`src/dcache_pkg.sv`:
```
// Cache geometry, bus encodings, shared typedefs and the miss FSM state type
package dcache_pkg;

	typedef logic [31:0] addr_t;     // CPU byte address
	typedef logic [31:0] word_t;     // CPU data word
	typedef logic [63:0] beat_t;     // Bus beat, high half is the word with address bit 2 set
	typedef logic [7:0]  mask_t;     // Byte enables of one bus write
	typedef logic [21:0] tag_t;      // Address bits 31 to 10
	typedef logic [3:0]  index_t;    // Address bits 9 to 6
	typedef logic [2:0]  beat_idx_t; // Address bits 5 to 3
	typedef logic [3:0]  dev_id_t;   // Bus did and subdid fields
	typedef logic [3:0]  bus_len_t;  // Burst length in beats
	typedef logic [1:0]  bus_mode_t; // Bus request mode
	typedef logic [2:0]  credit_t;   // Outstanding request credits

	typedef enum logic [1:0] {
		MISS_IDLE,    // Serving hits and writes
		MISS_REQUEST, // Waiting for a credit to send the line read
		MISS_FILL     // Draining the returned beats into the line
	} miss_state_t;

	// Cache geometry
	localparam int NUM_LINES      = 16;
	localparam int BEATS_PER_LINE = 8;
	localparam int FILL_DEPTH     = 8;

	localparam credit_t INITIAL_CREDITS = 3'd4; // Credits granted by the bus at reset

	// Bus request modes
	localparam bus_mode_t MODE_READ  = 2'd1;
	localparam bus_mode_t MODE_WRITE = 2'd2;

	// Ids that route returned data back to this cache
	localparam dev_id_t DID_CPU       = 4'd1;
	localparam dev_id_t SUBDID_DCACHE = 4'd2;

	// Burst lengths
	localparam bus_len_t LINE_READ_LEN  = 4'd8;
	localparam bus_len_t WORD_WRITE_LEN = 4'd1;

endpackage

```
`src/dcache_ifs.sv`:
```
// Core to issuer request interface and fill buffer to core beat interface
`timescale 1ns/1ps

interface bus_req_if import dcache_pkg::*; ();
	logic  req;       // One-cycle request strobe
	logic  is_write;  // Write when set, line read otherwise
	addr_t addr;
	word_t wdata;
	logic  credit_ok; // At least one credit left

	modport core (
		output req, is_write, addr, wdata,
		input  credit_ok
	);

	modport issuer (
		input  req, is_write, addr, wdata,
		output credit_ok
	);
endinterface


```
`src/bus_req_issuer.sv`:
```
// Bus request formatter and outbound credit counter
`timescale 1ns/1ps

module bus_req_issuer import dcache_pkg::*; (
	input  logic      clk,
	input  logic      rst_b,
	bus_req_if.issuer bus,
	output logic      out_valid,
	output bus_mode_t out_mode,
	output dev_id_t   out_did,
	output dev_id_t   out_subdid,
	output addr_t     out_addr,
	output bus_len_t  out_len,
	output beat_t     out_data,
	output mask_t     out_mask,
	input  logic      out_credit
);

	credit_t credits;

	assign bus.credit_ok = (credits != '0);
	assign out_valid = bus.req; // Every core strobe is exactly one bus cycle

	always_comb begin
		out_mode = '0;
		out_did = '0;
		out_subdid = '0;
		out_addr = '0;
		out_len = '0;
		out_data = '0;
		out_mask = '0;
		if (bus.req) begin
			out_did = DID_CPU;
			out_subdid = SUBDID_DCACHE;
			if (bus.is_write) begin
				out_mode = MODE_WRITE;
				out_addr = {bus.addr[31:3], 3'b000};
				out_len = WORD_WRITE_LEN;
				out_data = {bus.wdata, bus.wdata};  // Mask picks the half that counts
				out_mask = bus.addr[2] ? 8'hF0 : 8'h0F;
			end else begin
				out_mode = MODE_READ;
				out_addr = {bus.addr[31:6], 6'b000000}; // Whole line from its first beat
				out_len = LINE_READ_LEN;
			end
		end
	end

	// A returned credit and an issued request can land in the same cycle
	always_ff @(posedge clk or negedge rst_b) begin
		if (!rst_b) begin
			credits <= INITIAL_CREDITS;
		end else begin
			credits <= credits + credit_t'(out_credit) - credit_t'(out_valid);
		end
	end

	// The core must only strobe when it saw credit_ok
	a_no_issue_at_zero: assert property (@(posedge clk) disable iff (!rst_b)
		out_valid |-> credits != '0);

	// The bus never returns more credits than it handed out
	a_credit_bound: assert property (@(posedge clk) disable iff (!rst_b)
		credits <= INITIAL_CREDITS);

endmodule

```
`src/flat_wrapper.sv`:
```
// flat-port wrapper written by rule: the top's interface ports become plain ports
module bus_req_issuer_flat import dcache_pkg::*;
  (clk, rst_b, out_valid, out_mode, out_did, out_subdid, out_addr, out_len, out_data, out_mask, out_credit, bus_req, bus_is_write, bus_addr, bus_wdata, bus_credit_ok);
  bus_req_if bus_i ();
  input  logic clk;
  input  logic rst_b;
  output logic out_valid;
  output bus_mode_t out_mode;
  output dev_id_t out_did;
  output dev_id_t out_subdid;
  output addr_t out_addr;
  output bus_len_t out_len;
  output beat_t out_data;
  output mask_t out_mask;
  input  logic out_credit;
  input wire logic [$bits(bus_i.req)-1:0] bus_req;
  input wire logic [$bits(bus_i.is_write)-1:0] bus_is_write;
  input wire logic [$bits(bus_i.addr)-1:0] bus_addr;
  input wire logic [$bits(bus_i.wdata)-1:0] bus_wdata;
  output wire logic [$bits(bus_i.credit_ok)-1:0] bus_credit_ok;
  assign bus_i.req = bus_req;
  assign bus_i.is_write = bus_is_write;
  assign bus_i.addr = bus_addr;
  assign bus_i.wdata = bus_wdata;
  assign bus_credit_ok = bus_i.credit_ok;
  bus_req_issuer u_core (.clk(clk), .rst_b(rst_b), .bus(bus_i), .out_valid(out_valid), .out_mode(out_mode), .out_did(out_did), .out_subdid(out_subdid), .out_addr(out_addr), .out_len(out_len), .out_data(out_data), .out_mask(out_mask), .out_credit(out_credit));
endmodule
```
`config.mk`:
```
export PLATFORM = sky130hd
export DESIGN_NAME = bus_req_issuer_flat
export DESIGN_NICKNAME = d
export VERILOG_FILES = /design/src/dcache_pkg.sv /design/src/dcache_ifs.sv /design/src/bus_req_issuer.sv /design/src/flat_wrapper.sv
export SDC_FILE = /design/constraint.sdc
export NUM_CORES = 1
export LEC_CHECK = 0
export BUFFER_PORTS_ARGS = -buffer_cell sky130_fd_sc_hd__buf_2
export CAP_MARGIN = 30
export CORE_AREA = 2 2 73 75
export DETAILED_ROUTE_END_ITERATION = 12
export DIE_AREA = 0 0 75 77
export PLACE_DENSITY_LB_ADDON = 0.2
export SYNTH_ARGS = -nofsm -noshare
export SYNTH_HDL_FRONTEND = slang
export SYNTH_SLANG_ARGS = --single-unit
```
`constraint.sdc`:
```
create_clock -name clk -period 4.6 [get_ports clk]
set_input_delay 0.92 -clock clk [delete_from_list [all_inputs] [get_ports clk]]
set_output_delay 0.92 -clock clk [all_outputs]
set_load 0.02 [all_outputs]
```
### Yosys cells after proc, flatten, opt, wreduce, memory -nomap -nowiden

Cells that the tools add are included.

* reductions and logical operators: 1
* $add $sub $neg: 2
* muxes and demuxes: 13

Operators by type and width (count)
* $mux 64: 2
* $mux 32: 1
* $mux 8: 3
* $mux 4: 2
* $mux 2: 3
* $mux 6: 1
* $add 3x1->3: 1
* $reduce_bool 3->1: 1
* $sub 3x1->3: 1
* $mux 1: 1

* bits of input ports: 69
* output and inout port bits: 120
* logic and storage cells: 17
* register bits: 3

### Depth between registers and ports, before layout

* depth in word-level cells: 3
* mapped depth: 7
* depth with buffers taken out: 7

### Worst setup path before layout

OpenSTA, ideal clock, no wires.

* path type: input to output
* from: input port bus_req
* to: output port out_mode[0]
* cell stages on the path: 4
* arrival: 1.768 ns
* required time: 3.680 ns
* slack: 1.912 ns
* cells stage by stage: buf_4 buf_6 nor2b_1 buf_4

* longest elaborated chain between the ends: 1

Ends and longest elaborated chain
* from (decl): RTL line flat_wrapper.sv:16 `input wire logic [$bits(bus_i.req)-1:0] bus_req;`
* $mux 2: RTL line bus_req_issuer.sv:32 `if (bus.req) begin`
* to (decl): RTL line flat_wrapper.sv:8 `output bus_mode_t out_mode;`

No other way between the ends.

### Worst setup path after layout

* from: input port bus_req
* to: output port out_mask[5]

* longest elaborated chain between the ends: 1

Ends and longest elaborated chain
* $mux 8: RTL line bus_req_issuer.sv:32
* to (decl): RTL line flat_wrapper.sv:14 `output mask_t out_mask;`

No other way between the ends.

==> flow_metrics.tcl <==
set metrics [dict create \
    status "completed" \
    grt_pass1_vias 989 \
    cts_tree "built" \
    grt_pass1_wl_mm 4.81 \
    syn_area_um2 1080 \
    final.min_clock_period_ns 2.96 \
    r2r_slack_ns 2.95 \
    worst_slew_pin_slew_ns 0.811 \
    cts-root-buf "clkbuf_8" \
    cts.path.max_buffers 2 \
    cp_num_cells 3 \
    htree_levels 1 \
    path_cells "buf_2 > and3_1 > buf_2" \
    ios 189 \
    holdWs_ns 0.494 \
    chipHeight_um 77 \
    timing.rr.start "u_core.credits[0]" \
    slew_headroom 0.459 \
    gp_routability_congestion 0.721 \
    firstDrtPassIters 6 \
    hold_viol 0 \
    grt_usage 0.105 \
    cellPowerDensity_nw_per_um2 218 \
    port_buffers 175 \
    start_util 0.217 \
    routed-via-count 1222 \
    largest_reg_flops 3 \
    cts-hold-fix-buffers 0 \
    setup_violations 0 \
    areaGrowthSynthToFinish_pct 50.5 \
    largest-register "u_core.credits" \
    cts_resized 0 \
    place_hpwl_mm 2.94 \
    drc 0 \
    antenna_left 0 \
    fmax_mhz 337 \
    finalClockSkew_ns 0.0000437 \
    drv_slew 0 \
    reg2regPathDepth 7 \
    vdd_drop_max_mv 0.291 \
    critical_path.max_stage_delay_ns 0.61 \
    regToRegEndpoint "u_core.credits[2]" \
    cap_violations 0 \
    syn_area_per_cell_um2 7.55 \
    core-area_um2 4980 \
    hold_path.class "input port to async pin" \
    critPathRequiredTime_ns 3.68 \
    synth_seq_area_share 0.0707 \
    crit_buf_inv 2 \
    diodes 0 \
    synth_seq_cells 3 \
    grt_max_degree 70 \
    die_x_um 75 \
    synth-warning-count 0 \
    viasPerCell 3.63 \
    synthCells 143 \
    crit_type "input port to output port" \
    cts_made_buffers 3 \
    rsz0062_at_grt "false" \
    fin_crit_sh 0.644 \
    layout.nets 340 \
    critPathCapture "out_mask[5]" \
    cts.sinks 3 \
    antenna_found_initial 0 \
    cp.arrival_ns 2.04 \
    critPathLaunch "bus_req" \
    final.fill_count 551 \
    worstSetupStartpointType "input port" \
    final_core_util 0.327 \
    place_inst 333 \
    post_drt_wl_per_cell_um 10.5 \
    die-area_um2 5780 \
    finalSetupTns_ns 0 \
    drive_gt1_frac 0.670 \
    wl_mm 3.55 \
    gr-total-overflow 0 \
    path_clk_slew_ns 0.03 \
    fp-row-count 26 \
    yosysUniqueCellTypes 16 \
    leakage_nw 1.24 \
    clock_latency_ns 0.21 \
    drt_iter0_markers 35 \
    instances_no_fill 337 \
    post_cts_buffers 0 \
    crit_slowest_cell "buf_2" \
    endpoint_kind "output port" \
    critPathTopFamily "buffers and inverters" \
    reg_top3 "u_core.credits x3" \
    path_max_fanout 69 \
    crit_top_cell "buf_2" \
]
## stage by stage
stage | area, um2 | total power (W) | setup slack, ns
5_1_grt | 1630 | 0.000388 | 1.48
6_report | 1630 | 0.000354 | 1.64
3_3_place_gp | 1580 | 0.000281 | 1.61
3_5_place_dp | 1580 | 0.000281 | 1.63
2_1_floorplan | 1120 | 0.000233 | 1.91
4_1_cts | 1630 | 0.000361 | 1.61
## worst min path at each step
stage / slack, ns / depth (start not counted) / start / end
detailed placement: 0.55 / 1 / u_core.credits[2] / u_core.credits[2]
global route: 0.49 / 1 / rst_b / u_core.credits[1]
floorplan: 0.53 / 1 / u_core.credits[2] / u_core.credits[2]
finish: 0.49 / 1 / rst_b / u_core.credits[0]
global placement: 0.54 / 1 / u_core.credits[2] / u_core.credits[2]
CTS: 0.49 / 1 / rst_b / u_core.credits[0]
## cells by family after synthesis
group         Yosys count  synth area share
xor+xnor                1            0.0220
fa+ha+maj               3            0.0417
buf+inv                69             0.477
flops                   3            0.0707
other cells             1           0.00347
simple gates           66             0.385
## power by group
group / total (W) / internal [W] / switching, W
registers: 0.0000551 / 0.0000455 / 0.00000964
logic: 0.000222 / 0.0000980 / 0.000124
clock network: 0.0000763 / 0.0000591 / 0.0000173
total: 0.000354 / 0.000203 / 0.000151
## Yosys cell counts
cell type	count	area share
and2_1	27	0.16
and3_1	36	0.21
and3b_1	1	0.0081
buf_2	1	0.0046
buf_4	56	0.39
buf_6	6	0.063
clkbuf_1	2	0.0070
conb_1	1	0.0035
dfrtp_1	2	0.046
dfstp_2	1	0.024
fa_1	1	0.019
ha_1	2	0.023
inv_1	4	0.014
nor2b_1	1	0.0058
or3_1	1	0.0058
xor3_1	1	0.022
## layout make-up
cell class / instances / area, um2 / area share
clock buffer: 4 / 45.0 / 0.0277
multi-input combinational: 81 / 526 / 0.323
timing repair buffer: 175 / 876 / 0.539
sequential: 3 / 76.3 / 0.0470
tap: 70 / 87.6 / 0.0539
inverter: 4 / 15.0 / 0.00924
## routing by layer
| metal | wire length (um) | share of wire | GRT usage |
|---|---|---|---|
| met3 | 343 | 0.097 | 0.0118 |
| met2 | 1930 | 0.54 | 0.214 |
| met4 | 23 | 0.0065 | 0.0321 |
| met1 | 1250 | 0.35 | 0.103 |
| met5 | 0 | 0 | 0 |
## worst register-to-register path, stage by stage (launching register included)
cell and delay (ns):
dfrtp_1 0.32, inv_1 0.04, ha_1 0.26, inv_1 0.06
ha_1 0.13, inv_1 0.05, fa_1 0.35, xor3_1 0.37
## layout by cell type (no fill, tap or decap)
cell,Yosys,routed
and2_1,27,27
and3_1,36,36
and3b_1,1,1
buf_2,1,175
clkbuf_1,2,1
clkbuf_8,0,3
conb_1,1,11
dfrtp_1,2,2
dfstp_2,1,1
fa_1,1,1
ha_1,2,2
inv_1,4,4
nor2b_1,1,1
or3_1,1,1
xor3_1,1,1
Note: power is estimated with default switching activity, not from simulation.
