==> src/dcache_pkg.sv <==
// Cache geometry, bus encodings, shared typedefs and the miss FSM state type
package dcache_pkg;

	typedef logic [31:0] addr_t;     // CPU byte address
	typedef logic [31:0] word_t;     // CPU data word
	typedef logic [63:0] beat_t;     // Bus beat, high half is the word with address bit 2 set
	typedef logic [7:0]  mask_t;     // Byte enables of one bus write
	typedef logic [21:0] tag_t;      // Address bits 31 to 10
	typedef logic [3:0]  index_t;    // Address bits 9 to 6
	typedef logic [2:0]  beat_idx_t; // Address bits 5 to 3
	typedef logic [3:0]  dev_id_t;   // Bus did and subdid fields
	typedef logic [3:0]  bus_len_t;  // Burst length in beats
	typedef logic [1:0]  bus_mode_t; // Bus request mode
	typedef logic [2:0]  credit_t;   // Outstanding request credits

	typedef enum logic [1:0] {
		MISS_IDLE,    // Serving hits and writes
		MISS_REQUEST, // Waiting for a credit to send the line read
		MISS_FILL     // Draining the returned beats into the line
	} miss_state_t;

	// Cache geometry
	localparam int NUM_LINES      = 16;
	localparam int BEATS_PER_LINE = 8;
	localparam int FILL_DEPTH     = 8;

	localparam credit_t INITIAL_CREDITS = 3'd4; // Credits granted by the bus at reset

	// Bus request modes
	localparam bus_mode_t MODE_READ  = 2'd1;
	localparam bus_mode_t MODE_WRITE = 2'd2;

	// Ids that route returned data back to this cache
	localparam dev_id_t DID_CPU       = 4'd1;
	localparam dev_id_t SUBDID_DCACHE = 4'd2;

	// Burst lengths
	localparam bus_len_t LINE_READ_LEN  = 4'd8;
	localparam bus_len_t WORD_WRITE_LEN = 4'd1;

endpackage

==> src/dcache_ifs.sv <==


interface fill_if import dcache_pkg::*; ();
	logic  beat_valid; // Buffer not empty
	beat_t beat_data;  // Head entry
	logic  pop;
	logic  clear;      // Empties the buffer at the start of a miss

	modport buffer (
		output beat_valid, beat_data,
		input  pop, clear
	);

	modport core (
		input  beat_valid, beat_data,
		output pop, clear
	);
endinterface

==> src/fill_buffer.sv <==
// Inbound beat filter and FIFO feeding line fills to the cache core
`timescale 1ns/1ps

module fill_buffer import dcache_pkg::*; (
	input  logic    clk,
	input  logic    rst_b,
	input  logic    in_valid,
	input  dev_id_t in_did,
	input  dev_id_t in_subdid,
	input  beat_t   in_data,
	fill_if.buffer  fill
);

	logic                       beat_hit_q; // Registered beat is addressed to us
	beat_t                      beat_q;
	beat_t                      mem [FILL_DEPTH];
	beat_idx_t                  wr_ptr;
	beat_idx_t                  rd_ptr;
	logic [$clog2(FILL_DEPTH):0] count;
	logic                       push;

	// Input register stage, foreign ids never reach the FIFO
	always_ff @(posedge clk or negedge rst_b) begin
		if (!rst_b) begin
			beat_hit_q <= 1'b0;
		end else begin
			beat_hit_q <= in_valid && (in_did == DID_CPU) && (in_subdid == SUBDID_DCACHE);
		end
	end

	always_ff @(posedge clk) begin
		beat_q <= in_data;
		if (push)
			mem[wr_ptr] <= beat_q;
	end

	assign push = beat_hit_q && !fill.clear;

	// Pointers wrap on their own since the depth matches the pointer range
	always_ff @(posedge clk or negedge rst_b) begin
		if (!rst_b) begin
			wr_ptr <= '0;
			rd_ptr <= '0;
			count <= '0;
		end else if (fill.clear) begin
			wr_ptr <= '0;
			rd_ptr <= '0;
			count <= '0;
		end else begin
			if (push)
				wr_ptr <= wr_ptr + 1'b1;
			if (fill.pop)
				rd_ptr <= rd_ptr + 1'b1;
			count <= count + push - fill.pop;
		end
	end

	assign fill.beat_valid = (count != '0);
	assign fill.beat_data = mem[rd_ptr];

	// A single line read can never return more beats than the buffer holds
	a_no_overflow: assert property (@(posedge clk) disable iff (!rst_b)
		beat_hit_q |-> count != ($clog2(FILL_DEPTH) + 1)'(FILL_DEPTH));

endmodule

==> src/flat_wrapper.sv <==
// flat-port wrapper written by rule: the top's interface ports become plain ports
module fill_buffer_flat import dcache_pkg::*;
  (clk, rst_b, in_valid, in_did, in_subdid, in_data, fill_beat_valid, fill_beat_data, fill_pop, fill_clear);
  fill_if fill_i ();
  input  logic clk;
  input  logic rst_b;
  input  logic in_valid;
  input  dev_id_t in_did;
  input  dev_id_t in_subdid;
  input  beat_t in_data;
  output wire logic [$bits(fill_i.beat_valid)-1:0] fill_beat_valid;
  output wire logic [$bits(fill_i.beat_data)-1:0] fill_beat_data;
  input wire logic [$bits(fill_i.pop)-1:0] fill_pop;
  input wire logic [$bits(fill_i.clear)-1:0] fill_clear;
  assign fill_beat_valid = fill_i.beat_valid;
  assign fill_beat_data = fill_i.beat_data;
  assign fill_i.pop = fill_pop;
  assign fill_i.clear = fill_clear;
  fill_buffer u_core (.clk(clk), .rst_b(rst_b), .in_valid(in_valid), .in_did(in_did), .in_subdid(in_subdid), .in_data(in_data), .fill(fill_i));
endmodule
==> config.mk <==
export PLATFORM = sky130hd
export DESIGN_NAME = fill_buffer_flat
export DESIGN_NICKNAME = d
export VERILOG_FILES = /design/src/dcache_pkg.sv /design/src/dcache_ifs.sv /design/src/fill_buffer.sv /design/src/flat_wrapper.sv
export SDC_FILE = /design/constraint.sdc
export NUM_CORES = 1
export LEC_CHECK = 0
export ABC_AREA = 1
export BUFFER_PORTS_ARGS = -buffer_cell sky130_fd_sc_hd__buf_4
export CAP_MARGIN = 20
export CORE_MARGIN = 2
export CORE_UTILIZATION = 35
export DETAILED_ROUTE_END_ITERATION = 7
export GPL_ROUTABILITY_DRIVEN = 0
export PLACE_DENSITY = 0.61
export SLEW_MARGIN = 20
export SYNTH_ARGS = -nofsm -noshare
export SYNTH_HDL_FRONTEND = slang
export SYNTH_SLANG_ARGS = --single-unit
export TNS_END_PERCENT = 10
==> constraint.sdc <==
create_clock -name clk -period 4.19 [get_ports clk]
set_clock_uncertainty 0.1 [all_clocks]
set_input_delay 0.838 -clock clk [delete_from_list [all_inputs] [get_ports clk]]
set_output_delay 0.838 -clock clk [all_outputs]
set_load 0.02 [all_outputs]
# --- After elaboration in Yosys (flattened, before gate mapping) ---
# Memories as Yosys holds them, arrays and structs flattened.
# Cells that the tools add are included.
word_totals:
  regBits: 75
  memories: 1
  ramBits: 512
  out_inout_bits: 65
  word_cells: 26
op_classes:
  n_reduce_logical: 7
  n_addsub: 4
  mux: 7
  n_eq_ne: 2
memory_table:
  columns: ["memory", "words", "word_bits", "rd", "rd_clocked_by_memory_dff", "wr", "line", "rtl"]
  rows:
  - ["u_core.mem", 8, 64, 1, 0, 1, "fill_buffer.sv:16", "beat_t mem [FILL_DEPTH];"]
op_table:
  columns: ["operator", "n"]
  rows:
  - ["2-to-1 mux 3 bit", 4]
  - ["adder 3 x 1 -> 3 bit, second input constant", 2]
  - ["adder 4 x 1 -> 4 bit", 1]
  - ["equality test 4 x 1 -> 1 bit, second input constant", 1]
  - ["equality test 4 x 2 -> 1 bit, second input constant", 1]
  - ["2-to-1 mux 4 bit", 1]
  - ["nonzero test 2 bit", 2]
  - ["nonzero test 4 bit", 1]
  - ["subtractor 4 x 1 -> 4 bit", 1]
  - ["logical AND 1 bit", 3]
  - ["2-to-1 mux 1 bit", 2]
  - ["logical NOT 1 bit", 1]

# --- Longest topological paths before layout ---
# Gate-level depths: netlist of run 1.
depth:
  word_depth: 5
  depth_mapped: 9
  ltp_nobuf: 8

# --- Worst setup path before layout of run 1 ---
# OpenSTA, ideal clock, no wires.
synth_timing:
  path_kind: "input to register"
  startpoint: "input fill_clear"
  endpoint: "memory u_core.mem[0][0] in the netlist's numbering (enable)"
  arrival_ps: 3857
  setup_ps: 486
  setup_slack_ps: -254
  cell_stages: 5
  path_cell_list: "inv_1 > nand2_1 > inv_1 > nand2_1 > nor2_1"
synth_via:
  elab_chain_len: 4
synth_rtl:
  columns: ["element", "line", "rtl"]
  rows:
  - ["start, declared", "flat_wrapper.sv:14", "input wire logic [$bits(fill_i.clear)-1:0] fill_clear;"]
  - ["logical NOT 1 bit", "fill_buffer.sv:37", "assign push = beat_hit_q && !fill.clear;"]
  - ["logical AND 1 bit", "fill_buffer.sv:37", null]
  - ["2-to-1 mux 1 bit", "fill_buffer.sv:33", "if (push)"]
  - ["2-to-1 mux 1 bit (implied by the code)", "fill_buffer.sv:34", "mem[wr_ptr] <= beat_q;"]
  - ["end, declared", "fill_buffer.sv:16", null]
# No other way between the ends.

# --- Final worst setup path of run 1 ---
layout_timing:
  startpoint: "register u_core.rd_ptr[0]"
  endpoint: "output fill_beat_data[10]"
layout_via:
  elab_chain_len: 1
layout_rtl:
  columns: ["element", "line", "rtl"]
  rows:
  - ["start, declared", "fill_buffer.sv:18", "beat_idx_t rd_ptr;"]
  - ["start signal, assigned", "fill_buffer.sv:53", "rd_ptr <= rd_ptr + 1'b1;"]
  - ["memory read (8 x 64 bit)", null, null]
  - ["end, declared", "flat_wrapper.sv:12", "output wire logic [$bits(fill_i.beat_data)-1:0] fill_beat_data;"]
# No other way between the ends.

==> impl_results.md, run 1 <==
- Outcome: finished clean
- Critical path's slowest cell: dfrtp_4
- Iteration-0 DRC count of the detailed router: 970
- RSZ-0062 raised after global routing: no
- CP delay by family, top: buffers and inverters
- Crit-path max cell delay: 0.52 ns
- P_leak: 12.88 nW
- Vias/cell: 4.383
- Clk buf depth: 3
- FF-to-FF path depth: 5
- Die Wd: 267.5 µm
- # H-tree levels: 3
- Post-synthesis instance total: 2359
- TritonCTS clock tree: built
- Num CTS Buffers: 67
- Setup_tns: 0 ns
- Most common cell on crit path: nand2_1
- Area growth from synthesis to layout: 17.55%
- Max Slew Vio Count: 0
- Clock transition at the registers of the reported paths: 0.06 ns
- Final Critical Period: 3.585 ns
- CP cell instances: inv_8, buf_4, nand2_1, nand3_1, nand2_1, nand2_1, nand2_1, buf_4
- Rel. slew slack: 27.60%
- Die area: 71560 µm²
- Yosys Warn Count: 0
- First-pass GRT wire length: 84550 µm
- Vias in the first global route: 15.09k
- Critical path capture point type: output pin
- Total Nets Final: 2588
- Hold Violations, Final: 0
- Total congestion overflow: 0
- Root Driver: clkbuf_16
- Drt total wl: 55240 µm
- Dpl hpwl: 29150 µm
- WHS Path Cells: 1
- Critical Path RT: 3.25 ns
- Tot Pwr: 13.33 mW
- Via count: 15.30k
- Layout Cells excl Fill: 3490
- Element type at the critical path start: register
- WL per Instance: 15.83 µm
- Layout cell share with drive strength beyond 1: 11.26%
- Chip height: 267.5 µm
- Pwr dens: 466.5 nW/µm²
- Top Ports: 142
- DRC violation count after routing: 0
- Max_cap viols: 0
- Post-synthesis area per instance: 10.30 µm²
- Register area share after synthesis: 69.67%
- Clk sinks: 587
- Post CTS Setup Buffer Count: 0
- Core area: 68710 µm²
- Achievable Freq: 0.2790 GHz
- # placed instances: 3364
- Post-cts sizing count: 0
- Syn Nets: 2444
- Initial antenna violation count: 3
- Final Cycle Share: 85.56%
- Drt pass-1 iters: 5
- Buf/Inv on CP: 3
- Routed Antenna Nets: 0
- Initial Util: 35.37%
- Arr. time, crit path: 2.65 ns
- Mapped cell area: 24300 µm²
- Yosys reg bits: 587
- Pin count of the biggest net entering global routing: 217
- Crit path max fanout: 94
- Crit. path cell count: 8
- Worst-Skew Late Latency: 0.61 ns
- Worst-margin pin slew: 1.086 ns
- Post-synth cell types: 23
- FP Rows: 96
- # setup viols final: 0
- Hold Path Class: input pin to register
- Gr usage total: 15.52%
- Port Buffers: 141
- Kind of critical path: register to output pin
- VDD IR max: 0.2950 mV
## stage by stage
stage	util, %	worst slack [ns]	hold slack (ns)	area [µm²]
after floorplan	-	-0.2537	0.4070	24300
after global placement	38.30	1.221	0.4289	26310
after detailed placement	38.30	1.246	0.4420	26310
after CTS	41.58	0.5689	0.1925	28560
after global routing	41.58	0.4319	0.2095	28570
final	41.58	0.6052	0.2345	28570
## cell families after synthesis
group	after synthesis	synth area share, %
XOR/XNOR	1	0.03605
buffers and inverters	631	10.93
AO/OA/AOI/OAI	11	0.2368
AND/OR/NAND/NOR	1121	18.68
adder cells (fa/ha/maj)	8	0.4428
flip-flops	587	69.67
## worst reg2reg max path: cells and delay by family, from the launching register on
| family | cells | cell delay [ns] |
|---|---|---|
| flip-flops | 1 | 0.39 |
| buffers and inverters | 2 | 0.57 |
| AND/OR/NAND/NOR | 3 | 0.78 |
## final timing paths
path | startpoint | end | slack, ns
worst min register to register | u_core.beat_q[46] | u_core.mem[7][46] | 0.44
min in group asynchronous | rst_b | u_core.wr_ptr[0] | 0.50
max in group asynchronous | rst_b | u_core.rd_ptr[2] | 3.31
worst max register to register | u_core.beat_hit_q | u_core.mem[6][18] | 1.98
worst max-delay path | u_core.rd_ptr[0] | fill_beat_data[10] | 0.61
worst min-delay path | in_data[1] | u_core.beat_q[1] | 0.23
## per-layer routing
metal	part of all wire [%]	GRT usage [%]	up-vias
met5	0.024	0	-
met4	2.7	6.357	2
met3	5.7	3.034	95
met2	47	25.68	402
met1	44	19.98	7172
li1	-	-	7625
## synth_stat cells
cell      instances  area share [%]
a211oi_1          1           0.031
a21oi_1           5            0.10
buf_1             3           0.046
buf_2            54             1.1
buf_4             5            0.15
buf_6            25             1.2
buf_8             1           0.062
clkbuf_1         11            0.17
dfrtp_1          11             1.1
dfxtp_1          64             5.3
edfxtp_1        512              63
fa_1              1           0.082
ha_1              7            0.36
inv_1           531             8.2
inv_4             1           0.026
nand2_1         843              13
nand3_1         259             5.3
nand3b_1          1           0.031
nand4_1           1           0.026
nor2_1           16            0.25
o21ai_0           5            0.10
or2_2             1           0.026
xnor2_1           1           0.036
## registers in the layout, summed over array words and instances, names as in the netlist
register / count
u_core.wr_ptr: 3
u_core.count: 4
u_core.mem: 512
u_core.rd_ptr: 3
u_core.beat_q: 64
u_core.beat_hit_q: 1
## power by group
group | internal (mW) | total [mW] | leakage [nW] | switching, mW
registers | 6.39 | 6.47 | 5.28 | 0.0761
clock network | 3.55 | 5.88 | 1.09 | 2.33
logic | 0.347 | 0.979 | 6.51 | 0.633
total | 10.3 | 13.3 | 12.9 | 3.04
## what timing repair did
item,4_1_cts,5_1_grt
hold endpoints to repair,11,0
hold buffers,1,0
setup endpoints to repair,0,0
## cell type report
| class | count | area (µm²) |
|---|---|---|
| fillers | 6428 | 40140 |
| flip-flops and latches | 587 | 16940 |
| multi-input cells | 1141 | 4775 |
| inverters | 532 | 2008 |
| clock buffers | 91 | 1889 |
| repair buffers | 174 | 1434 |
| well taps | 931 | 1165 |
| clock inverters | 33 | 351.6 |
| diodes | 1 | 2.502 |
## placed cells by master, fill, tap and decap left out, drive strengths merged, types with 5 or more instances in the layout
cell type	count
o21ai	5
edfxtp	512
dfxtp	64
buf	173
clkinv	21
nand3	259
dfrtp	11
inv	535
a21oi	5
clkbuf	91
nor2	16
bufinv	6
nand2	843
ha	7
Power figures use the tool's default switching activity.
==> run 2, diff against run 1 <==
CORE_MARGIN = default   (was 2)
==> impl_results.md, run 2 (same netlist as run 1, synthesis figures left out) <==
- Max_cap viols: 0
- Hold Path Class: input pin to register
- First-pass GRT wire length: 85080 µm
- Final Critical Period: 3.571 ns
- Top Ports: 142
- FF-to-FF path depth: 5
- Critical path capture point type: output pin
- Total Nets Final: 2577
- Max FFs per register: 512
- TritonCTS clock tree: built
- Worst r2r src: u_core.beat_hit_q
- Via count: 15.28k
- Crit-path max cell delay: 0.57 ns
- Element type at the critical path start: register
- Top flop regs: u_core.mem x512, u_core.beat_q x64, u_core.count x4
- Worst-Skew Late Latency: 0.62 ns
- Pwr dens: 442.2 nW/µm²
- Proportion of power drawn by the clock network: 40.4%
- Dpl hpwl: 27800 µm
- P_leak: 12.72 nW
- Most common cell on crit path: nand2_1
- Die area: 70490 µm²
- Achievable Freq: 0.2800 GHz
- Sequential share of power: 51.8%
- Crit path max fanout: 83
- Clk sinks: 587
- Pre-CTS setup slack: 1.193 ns
- Comb pwr share: 7.8%
- Core area: 68710 µm²
- # H-tree levels: 2
- Worst-margin pin slew: 1.099 ns
- Drt total wl: 54520 µm
- Chip height: 265.5 µm
- Critical path's slowest cell: dfrtp_4
- Fill cells: 6543
- Num CTS Buffers: 60
- R2R Path End: u_core.mem[1][9]
- Commonest non-fill, non-tap cell in the layout: nand2_1
- Routed Antenna Nets: 0
- Antenna diode instance count: 0
- Vias/cell: 4.397
- Setup ws final: 0.6192 ns
- Post-cts sizing count: 0
- Sw frac: 22.95%
- Iteration-0 DRC count of the detailed router: 991
- Critical Path RT: 3.25 ns
- Worst Hold End: u_core.beat_q[47]
- Total congestion overflow: 0
- Fin util: 41.14%
- Rel. slew slack: 26.71%
- VDD IR max: 0.2745 mV
- Post-DP Area: 26370 µm²
- Port Buffers: 141
- WL per Instance: 15.69 µm
- Clock transition at the registers of the reported paths: 0.06 ns
- Pin count of the biggest net entering global routing: 134
- Vias in the first global route: 15.38k
- P_sw: 2.869 mW
- Post CTS Setup Buffer Count: 0
- Gr usage total: 15.66%
- Clk buf depth: 3
- Initial antenna violation count: 1
- Layout cell share with drive strength beyond 1: 10.77%
- Biggest register: u_core.mem
- Worst Hold Launch: in_data[47]
- Initial Util: 35.37%
- Final Cycle Share: 85.22%
- Hold Buf Count CTS: 1
- FP Rows: 96
- Drt pass-1 iters: 5
- Most frequent cells in the layout: 843 x nand2_1, 529 x inv_1, 512 x edfxtp_1
- Die Wd: 265.5 µm
- # setup viols final: 0
- Hold slack: 0.2215 ns
- Kind of critical path: register to output pin
- DRC violation count after routing: 0
- RSZ-0062 raised after global routing: no
- Outcome: finished clean
- Root Driver: clkbuf_16
- Post-route cell area: 28260 µm²
- Arr. time, crit path: 2.63 ns
- R2R Setup Slk: 1.97 ns
- WHS Path Cells: 1
- Max Slew Vio Count: 0
- Hold Violations, Final: 0
- CP cell instances: inv_8, buf_4, nand2_1, nand3_1, nand2_1, nand2_1, nand2_1, buf_4
- Int Power: 9.631 mW
- Area growth from synthesis to layout: 16.31%
- Tot Pwr: 12.50 mW
[run 2: cell count changes in the layout (fill, tap and decap cells not counted)]
cell,delta
buf_4,-11
clkinv_2,+8
buf_12,+7
clkbuf_16,-7
bufinv_16,-5
clkinv_8,-2
inv_6,-2
clkbuf_1,+1
clkbuf_8,-1
clkinv_1,-1
clkinv_4,-1
diode_2,-1
[run 2: worst max-delay path: cells and delay by family (launching register included)]
kind | cells | cell delay, ns
flops | 1 | 0.57
simple gates | 5 | 0.40
buf+inv | 3 | 1.03
[run 2: worst max path at each step]
stage,startpoint,to,slack (ns),cells past startpoint
6_report,u_core.rd_ptr[0],fill_beat_data[56],0.62,8
5_1_grt,u_core.rd_ptr[0],fill_beat_data[63],0.40,8
4_1_cts,u_core.rd_ptr[0],fill_beat_data[56],0.57,8
3_5_place_dp,fill_clear,u_core.mem[1][7],1.19,7
3_3_place_gp,u_core.rd_ptr[0],fill_beat_data[58],1.23,8
2_1_floorplan,fill_clear,u_core.mem[0][0],-0.25,5
[run 2: area by class of cell]
cell class / count / area [µm²] / area share (%)
Sequential cell: 587 / 16940 / 59.94
Multi-Input combinational cell: 1141 / 4775 / 16.89
Inverter: 532 / 2008 / 7.105
Clock buffer: 84 / 1704 / 6.029
Timing Repair Buffer: 170 / 1491 / 5.277
Tap cell: 931 / 1165 / 4.121
Clock inverter: 30 / 178.9 / 0.6330
[run 2: per-layer routing]
metal / share of wire (%) / vias to the layer above / GRT usage (%)
met3: 4.7 / 90 / 2.500
met4: 2.5 / 0 / 5.234
li1: - / 7594 / -
met2: 49 / 331 / 26.94
met5: 0 / - / 0
met1: 44 / 7265 / 20.03
[run 2: per-stage QoR]
| step | cells | TNS [ns] |
|---|---|---|
| 3_5_place_dp | 3360 | 0 |
| 6_report | 3475 | 0 |
| 2_1_floorplan | 2359 | -126.77 |
| 3_3_place_gp | 3360 | 0 |
| 4_1_cts | 3475 | 0 |
| 5_1_grt | 3475 | 0 |
[run 2: power groups by stage]
stage,sequential (mW),clock (mW),combinational (mW)
floorplan,6.56,0,0.647
global placement,6.59,0,0.979
detailed placement,6.59,0,0.991
CTS,6.47,5.21,0.997
global route,6.48,5.42,1.09
finish,6.47,5.05,0.980
==> run 3, diff against run 2 <==
--- a/constraint.sdc
+++ b/constraint.sdc
@@ -3,3 +3,3 @@
 set_input_delay 0.838 -clock clk [delete_from_list [all_inputs] [get_ports clk]]
 set_output_delay 0.838 -clock clk [all_outputs]
-set_load 0.02 [all_outputs]
+set_load 0.1 [all_outputs]
==> impl_results.md, run 3 (same netlist as run 1, synthesis figures left out) <==
- Top Ports: 142
- Element type at the critical path start: register
- Critical path's slowest cell: dfrtp_4
- Crit-path max cell delay: 0.75 ns
- Sw frac: 25.90%
- VDD IR max: 0.2929 mV
- Worst-margin pin slew: 0.9762 ns
- RSZ-0062 raised after global routing: no
- Kind of critical path: register to output pin
- Sequential share of power: 48.9%
- Worst-Skew Late Latency: 0.63 ns
- Iteration-0 DRC count of the detailed router: 1021
- Pin count of the biggest net entering global routing: 224
- Post-DP Area: 26480 µm²
- Outcome: finished clean
- Pwr dens: 466.3 nW/µm²
- TritonCTS clock tree: built
- # setup viols final: 0
- Max_cap viols: 0
- Drt total wl: 55110 µm
- Gr usage total: 15.66%
- Die Wd: 265.5 µm
- P_sw: 3.435 mW
- Antenna diode instance count: 0
- Hold Violations, Final: 0
- Top flop regs: u_core.mem x512, u_core.beat_q x64, u_core.count x4
- Port Buffers: 141
- FP Rows: 96
- Rel. slew slack: 34.92%
- Max Slew Vio Count: 0
- P_leak: 12.80 nW
- Setup_tns: 0 ns
- Final Cycle Share: 93.79%
- Critical path capture point type: output pin
- DRC violation count after routing: 0
- Total Nets Final: 2586
- Initial Util: 35.37%
- Fill cells: 6424
- Routed Antenna Nets: 0
- Critical Path RT: 3.25 ns
- Hold Path Class: input pin to register
- Dpl hpwl: 30120 µm
- Core area: 68710 µm²
- Vias in the first global route: 15.27k
- Vias/cell: 4.424
- Hold slack: 0.2112 ns
- Proportion of power drawn by the clock network: 39.7%
- CP cell instances: buf_16, nand2_1, nand3_1, nand2_1, nand2_1, nand2_1, buf_4
- Biggest register: u_core.mem
- Clk buf depth: 3
- Post CTS Setup Buffer Count: 0
- Crit path max fanout: 223
- Clk sinks: 587
- Int Power: 9.826 mW
- Root Driver: clkbuf_16
- Via count: 15.41k
- WL per Instance: 15.82 µm
- Most common cell on crit path: nand2_1
- Final Critical Period: 3.930 ns
- First-pass GRT wire length: 84770 µm
- Commonest non-fill, non-tap cell in the layout: nand2_1
- Clock transition at the registers of the reported paths: 0.06 ns
- Total congestion overflow: 0
- Num CTS Buffers: 60
- Achievable Freq: 0.2545 GHz
- Arr. time, crit path: 2.99 ns
- Chip height: 265.5 µm
- Post-route cell area: 28430 µm²
- Die area: 70490 µm²
- Drt pass-1 iters: 5
- # H-tree levels: 2
- Comb pwr share: 11.4%
- Area growth from synthesis to layout: 17.01%
- Layout cell share with drive strength beyond 1: 10.97%
- Initial antenna violation count: 2
- Max FFs per register: 512
- Most frequent cells in the layout: 843 x nand2_1, 529 x inv_1, 512 x edfxtp_1
-- run 3: critical path, delay by kind of cell, from the launching register on --
family / cells / cell delay [ns]
buffers and inverters: 2 / 0.99
and+or+nand+nor: 5 / 0.55
DFF: 1 / 0.75
-- run 3: worst paths after layout --
path / to / slack [ns] / start / cells past startpoint
max: fill_beat_data[63] / 0.26 / u_core.rd_ptr[0] / 7
min: u_core.beat_q[4] / 0.21 / in_data[4] / 1
max reg2reg: u_core.mem[1][33] / 1.91 / u_core.beat_hit_q / 5
min reg2reg: u_core.mem[1][18] / 0.44 / u_core.beat_q[18] / 0
max in group asynchronous: u_core.rd_ptr[2] / 3.33 / rst_b / 2
min in group asynchronous: u_core.count[0] / 0.47 / rst_b / 2
-- run 3: routing by layer --
metal | global-route usage, % | wire (µm) | vias up
li1 | - | - | 7616
met1 | 20.36 | 24410 | 7345
met2 | 26.35 | 26370 | 364
met3 | 2.768 | 3084 | 87
met4 | 5.249 | 1248 | 0
met5 | 0 | 0 | -
-- run 3: timing repair --
item,in CTS,in global routing
hold buffers,1,0
endpoints found under the setup margin,0,1
gates resized for setup,0,1
endpoints found under the hold margin,11,0
-- run 3: cell type report --
type | instances | area (µm²) | share of cell area (%)
Tap cell | 931 | 1165 | 4.097
Multi-Input combinational cell | 1141 | 4775 | 16.79
Clock inverter | 25 | 259.0 | 0.9108
Sequential cell | 587 | 16940 | 59.58
Clock buffer | 89 | 1682 | 5.914
Inverter | 532 | 2008 | 7.062
Timing Repair Buffer | 179 | 1604 | 5.641
-- run 3: stage by stage --
step / std cells / util (%) / setup slack [ns] / power, mW
floorplan: 2359 / - / -0.2537 / 7.731
global placement: 3369 / 38.54 / 0.9003 / 8.100
detailed placement: 3369 / 38.54 / 0.8646 / 8.123
CTS: 3484 / 41.38 / 0.1799 / 13.41
global route: 3484 / 41.39 / 0.04893 / 13.72
finish: 3484 / 41.39 / 0.2604 / 13.26
-- run 3: power by group through the flow --
stage,clock (mW),combinational [mW],sequential (mW)
2_1_floorplan,0,1.17,6.56
3_3_place_gp,0,1.51,6.59
3_5_place_dp,0,1.52,6.60
4_1_cts,5.41,1.53,6.48
5_1_grt,5.61,1.62,6.49
6_report,5.27,1.51,6.48
